--- src/core_pkg.sv ---
`default_nettype none

package core_pkg;

	localparam int pc_w       = 12;
	localparam int reg_addr_w = 5;
	localparam int data_w     = 8;
	localparam int io_addr_w  = 6;

	// Status register bits
	localparam int sreg_c = 0;
	localparam int sreg_z = 1;
	localparam int sreg_n = 2;
	localparam int sreg_v = 3;
	localparam int sreg_s = 4;
	localparam int sreg_h = 5;
	localparam int sreg_t = 6;
	localparam int sreg_i = 7;

	typedef enum logic {
		PH_FETCH,
		PH_EXEC
	} phase_t;

	typedef enum logic [4:0] {
		OP_NOP,
		OP_LDI,
		OP_MOV,
		OP_ADD,
		OP_ADC,
		OP_SUB,
		OP_CP,
		OP_AND,
		OP_OR,
		OP_EOR,
		OP_INC,
		OP_DEC,
		OP_LSR,
		OP_SWAP,
		OP_BSET,     // BSET and BCLR
		OP_RJMP,
		OP_BRBSC,    // BRBS and BRBC
		OP_IN,
		OP_OUT,
		OP_ILLEGAL
	} opcode_t;

	typedef struct packed {
		opcode_t                 op;
		logic [reg_addr_w-1:0]   rd;
		logic [reg_addr_w-1:0]   rr;
		logic [data_w-1:0]       imm;
		logic [2:0]              bit_sel;
		logic                    bit_val;  // Set/clear, or branch-if-set
		logic [pc_w-1:0]         offset;   // Already sign-extended
		logic [io_addr_w-1:0]    io_addr;
		logic                    wr_rd;
	} instr_t;

	typedef struct packed {
		logic [io_addr_w-1:0] addr;
		logic [data_w-1:0]    dout;
		logic                 wr;
		logic                 rd;
	} io_bus_t;

endpackage

`default_nettype wire
--- src/core_top.sv ---
`timescale 1ns/1ns
`default_nettype none

module core_top (
	input  wire                          ALU_CLK,
	input  wire                          hclk,
	input  wire  [15:0]                  i_opcode,
	input  wire  [core_pkg::data_w-1:0]  i_io_din,
	output logic [core_pkg::pc_w-1:0]    o_pc,
	output core_pkg::io_bus_t            o_io,
	output logic [core_pkg::data_w-1:0]  o_sreg
);

	core_pkg::instr_t              instr;
	logic [15:0]                   ir;
	logic                          phase_exec;
	logic                          branch_taken;
	logic [core_pkg::data_w-1:0]   rd_data;
	logic [core_pkg::data_w-1:0]   rr_data;
	logic [core_pkg::data_w-1:0]   alu_result;

	cycle_sequencer cycle_sequencer_i (
		.ALU_CLK      (ALU_CLK),
		.hclk         (hclk),
		.i_opcode     (i_opcode),
		.i_instr      (instr),
		.i_rd_data    (rd_data),
		.o_ir         (ir),
		.o_phase_exec (phase_exec),
		.o_io         (o_io)
	);

	program_counter program_counter_i (
		.ALU_CLK        (ALU_CLK),
		.hclk           (hclk),
		.i_phase_exec   (phase_exec),
		.i_instr        (instr),
		.i_branch_taken (branch_taken),
		.o_pc           (o_pc)
	);

	opcode_decoder opcode_decoder_i (
		.i_ir    (ir),
		.o_instr (instr)
	);

	register_file register_file_i (
		.ALU_CLK      (ALU_CLK),
		.hclk         (hclk),
		.i_phase_exec (phase_exec),
		.i_instr      (instr),
		.i_alu_result (alu_result),
		.i_io_din     (i_io_din),
		.o_rd_data    (rd_data),
		.o_rr_data    (rr_data)
	);

	alu alu_i (
		.ALU_CLK        (ALU_CLK),
		.hclk           (hclk),
		.i_phase_exec   (phase_exec),
		.i_instr        (instr),
		.i_rd_data      (rd_data),
		.i_rr_data      (rr_data),
		.o_result       (alu_result),
		.o_sreg         (o_sreg),
		.o_branch_taken (branch_taken)
	);

endmodule

`default_nettype wire

--- src/alu.sv ---
`timescale 1ns/1ns
`default_nettype none

module alu (
	input  wire                          ALU_CLK,
	input  wire                          hclk,
	input  wire                          i_phase_exec,
	input  core_pkg::instr_t             i_instr,
	input  wire  [core_pkg::data_w-1:0]  i_rd_data,
	input  wire  [core_pkg::data_w-1:0]  i_rr_data,
	output logic [core_pkg::data_w-1:0]  o_result,
	output logic [core_pkg::data_w-1:0]  o_sreg,
	output logic                         o_branch_taken
);

	logic [core_pkg::data_w-1:0] sreg_d;
	logic [core_pkg::data_w-1:0] a;
	logic [core_pkg::data_w-1:0] b;
	logic [core_pkg::data_w-1:0] r;

	assign a        = i_rd_data;
	assign b        = i_rr_data;
	assign o_result = r;

	always_comb
	begin
		r      = a;
		sreg_d = o_sreg;
		case (i_instr.op)
			core_pkg::OP_ADD, core_pkg::OP_ADC:
			begin
				r = a + b + ((i_instr.op == core_pkg::OP_ADC) ? o_sreg[core_pkg::sreg_c] : 1'b0);
				sreg_d[core_pkg::sreg_h] = (a[3] & b[3]) | (b[3] & ~r[3]) | (~r[3] & a[3]);
				sreg_d[core_pkg::sreg_v] = (a[7] & b[7] & ~r[7]) | (~a[7] & ~b[7] & r[7]);
				sreg_d[core_pkg::sreg_c] = (a[7] & b[7]) | (b[7] & ~r[7]) | (~r[7] & a[7]);
			end
			core_pkg::OP_SUB, core_pkg::OP_CP:
			begin
				r = a - b;
				// Borrow form of the carry equations
				sreg_d[core_pkg::sreg_h] = (~a[3] & b[3]) | (b[3] & r[3]) | (r[3] & ~a[3]);
				sreg_d[core_pkg::sreg_v] = (a[7] & ~b[7] & ~r[7]) | (~a[7] & b[7] & r[7]);
				sreg_d[core_pkg::sreg_c] = (~a[7] & b[7]) | (b[7] & r[7]) | (r[7] & ~a[7]);
			end
			core_pkg::OP_AND, core_pkg::OP_OR, core_pkg::OP_EOR:
			begin
				if (i_instr.op == core_pkg::OP_AND)
					r = a & b;
				else if (i_instr.op == core_pkg::OP_OR)
					r = a | b;
				else
					r = a ^ b;
				sreg_d[core_pkg::sreg_v] = 1'b0;
			end
			core_pkg::OP_INC:
			begin
				r = a + 1'b1;
				sreg_d[core_pkg::sreg_v] = (r == 8'h80);
			end
			core_pkg::OP_DEC:
			begin
				r = a - 1'b1;
				sreg_d[core_pkg::sreg_v] = (r == 8'h7F);
			end
			core_pkg::OP_LSR:
			begin
				r = {1'b0, a[7:1]};
				sreg_d[core_pkg::sreg_c] = a[0];
				sreg_d[core_pkg::sreg_v] = a[0];   // N is 0 here
			end
			core_pkg::OP_SWAP: r = {a[3:0], a[7:4]};
			core_pkg::OP_BSET: sreg_d[i_instr.bit_sel] = i_instr.bit_val;
			default: r = a;
		endcase

		// Common N, Z and S update
		case (i_instr.op)
			core_pkg::OP_ADD, core_pkg::OP_ADC, core_pkg::OP_SUB, core_pkg::OP_CP,
			core_pkg::OP_AND, core_pkg::OP_OR, core_pkg::OP_EOR,
			core_pkg::OP_INC, core_pkg::OP_DEC, core_pkg::OP_LSR:
			begin
				sreg_d[core_pkg::sreg_n] = r[7];
				sreg_d[core_pkg::sreg_z] = (r == '0);
				sreg_d[core_pkg::sreg_s] = r[7] ^ sreg_d[core_pkg::sreg_v];
			end
			default: ;
		endcase
	end

	always_ff @(posedge ALU_CLK or posedge hclk)
	begin
		if (hclk)
			o_sreg <= '0;
		else if (i_phase_exec)
			o_sreg <= sreg_d;
	end

	assign o_branch_taken = (i_instr.op == core_pkg::OP_BRBSC) &&
		(o_sreg[i_instr.bit_sel] == i_instr.bit_val);

	// Flags hold outside execute and for ops that leave them alone
	a_sreg_exec_only: assert property (@(posedge ALU_CLK) disable iff (hclk)
		(!i_phase_exec || (i_instr.op inside {core_pkg::OP_NOP, core_pkg::OP_LDI,
			core_pkg::OP_MOV, core_pkg::OP_SWAP, core_pkg::OP_RJMP, core_pkg::OP_BRBSC,
			core_pkg::OP_IN, core_pkg::OP_OUT, core_pkg::OP_ILLEGAL}))
		|=> $stable(o_sreg));

endmodule

`default_nettype wire

--- src/register_file.sv ---
`timescale 1ns/1ns
`default_nettype none

module register_file (
	input  wire                          ALU_CLK,
	input  wire                          hclk,
	input  wire                          i_phase_exec,
	input  core_pkg::instr_t             i_instr,
	input  wire  [core_pkg::data_w-1:0]  i_alu_result,
	input  wire  [core_pkg::data_w-1:0]  i_io_din,
	output logic [core_pkg::data_w-1:0]  o_rd_data,
	output logic [core_pkg::data_w-1:0]  o_rr_data
);

	logic [core_pkg::data_w-1:0] regs [32];
	logic [core_pkg::data_w-1:0] wr_data;

	assign o_rd_data = regs[i_instr.rd];
	assign o_rr_data = regs[i_instr.rr];

	always_comb
	begin
		case (i_instr.op)
			core_pkg::OP_LDI: wr_data = i_instr.imm;
			core_pkg::OP_MOV: wr_data = o_rr_data;
			core_pkg::OP_IN:  wr_data = i_io_din;   // Device answers within the cycle
			default:          wr_data = i_alu_result;
		endcase
	end

	always_ff @(posedge ALU_CLK or posedge hclk)
	begin
		if (hclk)
		begin
			for (int i = 0; i < 32; i++)
				regs[i] <= '0;
		end
		else if (i_phase_exec && i_instr.wr_rd)
			regs[i_instr.rd] <= wr_data;
	end

endmodule

`default_nettype wire

--- src/program_counter.sv ---
`timescale 1ns/1ns
`default_nettype none

module program_counter (
	input  wire                        ALU_CLK,
	input  wire                        hclk,
	input  wire                        i_phase_exec,
	input  core_pkg::instr_t           i_instr,
	input  wire                        i_branch_taken,
	output logic [core_pkg::pc_w-1:0]  o_pc
);

	logic [core_pkg::pc_w-1:0] pc_inc;
	logic                      take_offset;

	assign pc_inc      = o_pc + 1'b1;
	assign take_offset = (i_instr.op == core_pkg::OP_RJMP) || i_branch_taken;

	// Wraps modulo 4096
	always_ff @(posedge ALU_CLK or posedge hclk)
	begin
		if (hclk)
			o_pc <= '0;
		else if (i_phase_exec)
		begin
			if (take_offset)
				o_pc <= pc_inc + i_instr.offset;
			else
				o_pc <= pc_inc;
		end
	end

endmodule

`default_nettype wire

--- src/cycle_sequencer.sv ---
`timescale 1ns/1ns
`default_nettype none

module cycle_sequencer (
	input  wire                          ALU_CLK,
	input  wire                          hclk,
	input  wire  [15:0]                  i_opcode,
	input  core_pkg::instr_t             i_instr,
	input  wire  [core_pkg::data_w-1:0]  i_rd_data,
	output logic [15:0]                  o_ir,
	output logic                         o_phase_exec,
	output core_pkg::io_bus_t            o_io
);

	core_pkg::phase_t phase_q;

	always_ff @(posedge ALU_CLK or posedge hclk)
	begin
		if (hclk)
		begin
			phase_q <= core_pkg::PH_FETCH;
			o_ir    <= '0;   // Decodes as NOP
		end
		else
		begin
			phase_q <= (phase_q == core_pkg::PH_FETCH) ? core_pkg::PH_EXEC : core_pkg::PH_FETCH;
			if (phase_q == core_pkg::PH_FETCH)
				o_ir <= i_opcode;
		end
	end

	assign o_phase_exec = (phase_q == core_pkg::PH_EXEC);

	// Port strobes live for the execute cycle only
	assign o_io.wr   = o_phase_exec && (i_instr.op == core_pkg::OP_OUT);
	assign o_io.rd   = o_phase_exec && (i_instr.op == core_pkg::OP_IN);
	assign o_io.addr = i_instr.io_addr;
	assign o_io.dout = i_rd_data;

	// Strobes only from an IN or OUT word held in the IR
	a_strobe_phase: assert property (@(posedge ALU_CLK) disable iff (hclk)
		(o_io.wr || o_io.rd) |-> (o_phase_exec && !(o_io.wr && o_io.rd)
			&& (o_ir[15:12] == 4'b1011) && (o_ir[11] == o_io.wr)));

endmodule

`default_nettype wire

--- src/opcode_decoder.sv ---
`timescale 1ns/1ns
`default_nettype none

module opcode_decoder (
	input  wire  [15:0]       i_ir,
	output core_pkg::instr_t  o_instr
);

	always_comb
	begin
		o_instr.op      = core_pkg::OP_ILLEGAL;
		o_instr.rd      = i_ir[8:4];
		o_instr.rr      = {i_ir[9], i_ir[3:0]};
		o_instr.imm     = {i_ir[11:8], i_ir[3:0]};
		o_instr.bit_sel = i_ir[2:0];
		o_instr.bit_val = ~i_ir[10];                    // BRBS when 0
		o_instr.offset  = {{5{i_ir[9]}}, i_ir[9:3]};    // Branch k7
		o_instr.io_addr = {i_ir[10:9], i_ir[3:0]};
		o_instr.wr_rd   = 1'b0;

		casez (i_ir)
			16'b0000_0000_0000_0000: o_instr.op = core_pkg::OP_NOP;
			16'b0000_11??_????_????: o_instr.op = core_pkg::OP_ADD;
			16'b0001_11??_????_????: o_instr.op = core_pkg::OP_ADC;
			16'b0001_10??_????_????: o_instr.op = core_pkg::OP_SUB;
			16'b0001_01??_????_????: o_instr.op = core_pkg::OP_CP;
			16'b0010_00??_????_????: o_instr.op = core_pkg::OP_AND;
			16'b0010_10??_????_????: o_instr.op = core_pkg::OP_OR;
			16'b0010_01??_????_????: o_instr.op = core_pkg::OP_EOR;
			16'b0010_11??_????_????: o_instr.op = core_pkg::OP_MOV;
			16'b1001_010?_????_0011: o_instr.op = core_pkg::OP_INC;
			16'b1001_010?_????_1010: o_instr.op = core_pkg::OP_DEC;
			16'b1001_010?_????_0110: o_instr.op = core_pkg::OP_LSR;
			16'b1001_010?_????_0010: o_instr.op = core_pkg::OP_SWAP;
			16'b1011_0???_????_????: o_instr.op = core_pkg::OP_IN;
			16'b1011_1???_????_????: o_instr.op = core_pkg::OP_OUT;
			16'b1111_0???_????_????: o_instr.op = core_pkg::OP_BRBSC;
			16'b1110_????_????_????:
			begin
				o_instr.op = core_pkg::OP_LDI;
				o_instr.rd = {1'b1, i_ir[7:4]};   // r16 to r31 only
			end
			16'b1001_0100_????_1000:
			begin
				o_instr.op      = core_pkg::OP_BSET;
				o_instr.bit_sel = i_ir[6:4];
				o_instr.bit_val = ~i_ir[7];       // BCLR has bit 7 set
			end
			16'b1100_????_????_????:
			begin
				o_instr.op     = core_pkg::OP_RJMP;
				o_instr.offset = i_ir[11:0];
			end
			default: o_instr.op = core_pkg::OP_ILLEGAL;
		endcase

		// CP touches only the flags
		case (o_instr.op)
			core_pkg::OP_ADD, core_pkg::OP_ADC, core_pkg::OP_SUB,
			core_pkg::OP_AND, core_pkg::OP_OR, core_pkg::OP_EOR,
			core_pkg::OP_INC, core_pkg::OP_DEC, core_pkg::OP_LSR,
			core_pkg::OP_SWAP, core_pkg::OP_LDI, core_pkg::OP_MOV,
			core_pkg::OP_IN:
				o_instr.wr_rd = 1'b1;
			default:
				o_instr.wr_rd = 1'b0;
		endcase
	end

endmodule

`default_nettype wire

--- config.mk ---
export PLATFORM = sky130hd
export DESIGN_NAME = core_top
export DESIGN_NICKNAME = d
export VERILOG_FILES = /design/src/core_pkg.sv /design/src/core_top.sv /design/src/alu.sv /design/src/register_file.sv /design/src/program_counter.sv /design/src/cycle_sequencer.sv /design/src/opcode_decoder.sv
export SDC_FILE = /design/constraint.sdc
export NUM_CORES = 1
export LEC_CHECK = 0
export BUFFER_PORTS_ARGS = -buffer_cell sky130_fd_sc_hd__buf_2
export CAP_MARGIN = 20
export CORE_MARGIN = 2
export CORE_UTILIZATION = 59
export CTS_CLUSTER_DIAMETER = 50
export DETAILED_ROUTE_END_ITERATION = 12
export GPL_ROUTABILITY_DRIVEN = 1
export HOLD_SLACK_MARGIN = 0.03
export MAX_ROUTING_LAYER = met4
export PLACE_DENSITY_LB_ADDON = 0.08
export SLEW_MARGIN = 10
export SYNTH_ARGS = -nofsm -noshare
export SYNTH_HDL_FRONTEND = slang
export SYNTH_SLANG_ARGS = --single-unit
--- constraint.sdc ---
create_clock -name ALU_CLK -period 12.35 [get_ports ALU_CLK]
set_input_delay 0.6175 -clock ALU_CLK [delete_from_list [all_inputs] [get_ports ALU_CLK]]
set_output_delay 0.6175 -clock ALU_CLK [all_outputs]
set_load 0.01 [all_outputs]
==> flow_summary.yaml <==
status:
  status: "finished, final reports clean"
die:
  die_y_um: 183
  die-area_um2: 33500
  die_w_um: 183
  io_pins: 62
  coreArea_um2: 31600
  num_rows: 65
  initial_core_util_pct: 60.0
sta:
  slew_violations: 0
  finalClockSkew_ns: 0.0299
  worst_pin_slew_ns: 1.08
  setup_viol: 0
  whs_ns: 0.214
  period_share_pct: 57.3
  timing.final.hold_violations: 0
  fin_setup_tns_ns: 0
  max_freq_mhz: 141
  worst_slack_ns: 5.28
  max-slew-margin-rel_pct: 27.1
  fin_crit_ns: 7.07
  rsz0062_at_grt: "no"
route:
  routed_via_density: 6.81
  drtIter0Drc: 1759
  num_vias: 15200
  top_layer: "met4"
  drt-pass1-iter-count: 6
  ant_nets: 0
  route.detailed.wl_per_inst_um: 26.2
  met3_length_um: 5190
  wl_met1_um: 23500
  remaining_drc_errors: 0
  wirelength_um: 58600
  wl_met2_um: 26900
global_route:
  overflow: 0
  grt_max_degree: 108
  grt_pass1_wl_um: 90300
  grt_usage_pct: 37.2
  antenna_found_initial: 0
  first_global_vias: 14700
clock_network:
  clockRootBuffer: "clkbuf_16"
  clkLatencyLatePin_ns: 0.54
  cts-resized-gates: 0
  post_cts_buffers: 0
  clockBufferDepth: 3
  h-tree-depth: 2
  hold_buffers: 0
  clock_sinks: 293
  cts_tree: "done"
  cts_buffers: 37
  path_clk_slew_ns: 0.05
critical_path:
  slowest_delay_ns: 0.95
  cp.arrival_ns: 7.44
  crit_type: "reg2reg"
  critical-path-top-delay-family: "compound AO/OA/AOI/OAI gates"
  critPathSlowestCell: "dfrtp_4"
  critPathBufInv: 3
  cp.required_ns: 12.72
  cpMostUsedCell: "o21ai_0"
  start_kind: "register"
  cp-end-kind: "register"
  critPathMaxFanout: 45
  cp_cell_sequence: "buf_4, mux4_2, mux4_2, mux2i_1, fa_1, nor2b_1, o21ai_0, a21oi_1, o21ai_0, a21oi_1, o21ai_0, nand2b_1, fa_1, inv_1, o221a_2, o221ai_1, a211oi_2, o21ai_1, a31oi_2, buf_4, o21ai_1"
layout:
  drive_above_1_share_pct: 23.4
  fin_nets: 1877
  stdcell_area_um2: 20500
  antenna_cells: 0
  areaGrowthSynthToFinish_pct: 8.55
place:
  placed_area_um2: 19300
  portBuffers: 61
  gp_congestion: 0.978
  dpl.hpwl_um: 40500
  place_ws_ns: 5.35
logic_synthesis:
  synth-edff-count: 0
  synth_cell_type_count: 98
  yosysMostFrequentCell: "dfrtp_1"
  async_reset_ff_share_pct: 100
  ys_warn_count: 0
  syn_area_um2: 18900
  synth_ff_type: "dfrtp_1"
  yosysSeqAreaShare_pct: 38.7
  synth_top_area_share_pct: 38.7
  yosys-top-cells-area: "dfrtp_1, mux4_2, nand2_1"
  syn_avg_cell_area_um2: 10.4
  synth_top_cell_by_area: "dfrtp_1"
  yosys_register_bits: 293
  synth_nets: 1886
  synthTopCellsByCount: "dfrtp_1, nand2_1, o21ai_0"
  syn-instance-count: 1812
power_and_ir_drop:
  total_leakage_power_nw: 8.50
  p_per_area_nw_per_um2: 162
  vdd_drop_max_mv: 0.145
job:
  maxCapViolations: 0
min_path:
  hold_class: "in2async"
[kinds of logic after synthesis]
logic type	Yosys count	synth area share (%)
DFF	293	38.7
adders and majority gates	48	3.49
AOI/OAI and AO/OA	460	15.5
muxes	236	22.6
and+or+nand+nor	553	13.6
xor gates and xnor gates	31	1.43
buffers and inverters	191	4.73
[layout make-up]
cell class | instances | area, µm²
fill | 2532 | 11000
multi-input combinational | 1328 | 10700
sequential | 293 | 7350
clock buffer | 45 | 976
timing repair buffer | 94 | 553
tap | 402 | 503
clock inverter | 22 | 235
inverter | 49 | 191
[final timing paths]
kind	to	slack [ns]	cells past startpoint	startpoint
setup reg to reg	register_file_i.regs[255]	5.28	21	cycle_sequencer_i.o_ir[0]
setup / recovery	register_file_i.regs[255]	5.28	21	cycle_sequencer_i.o_ir[0]
max in group asynchronous	cycle_sequencer_i.o_ir[5]	9.84	4	hclk
hold reg to reg	program_counter_i.o_pc[11]	0.47	1	program_counter_i.o_pc[11]
hold / removal	register_file_i.regs[134]	0.21	2	hclk
min in group ALU_CLK	cycle_sequencer_i.o_ir[7]	0.33	2	i_opcode[7]
[routing by layer]
layer / track usage (%) / vias up
met1: 50.1 / 7551
met3: 7.13 / 194
li1: - / 6669
met4: 16.2 / 0
met2: 55.8 / 800
met5: - / -
[sequential cells by signal, summed over array words and instances, names as in the netlist]
name	flops
cycle_sequencer_i.o_phase_exec	1
program_counter_i.o_pc	12
register_file_i.regs	256
cycle_sequencer_i.o_ir	16
alu_i.o_sreg	8
[per-stage QoR]
step           instances  total power, W  utilization (%)
2_1_floorplan       1812         0.00196                -
3_3_place_gp        2165         0.00224             61.2
3_5_place_dp        2165         0.00226             61.2
4_1_cts             2232         0.00333             65.1
5_1_grt             2233         0.00350             65.1
6_report            2233         0.00333             65.1
[cell usage in the layout, fill, tap and decap left out, drive strengths merged, types with 26 or more instances in the layout]
cell	count
nand2	257
inv	52
nor2	119
nor3	26
dfrtp	293
a21oi	107
clkbuf	45
ha	40
nand3	36
buf	94
mux4	144
o21ai	219
mux2i	39
mux2	53
[where the power goes]
group	total [W]	leakage (nW)	switching, W	internal (W)
clock network	0.00107	0.577	0.000437	0.000635
logic	0.00100	4.90	0.000573	0.000428
registers	0.00126	3.02	0.000150	0.00111
No activity file was read; power rests on OpenSTA's default activity.
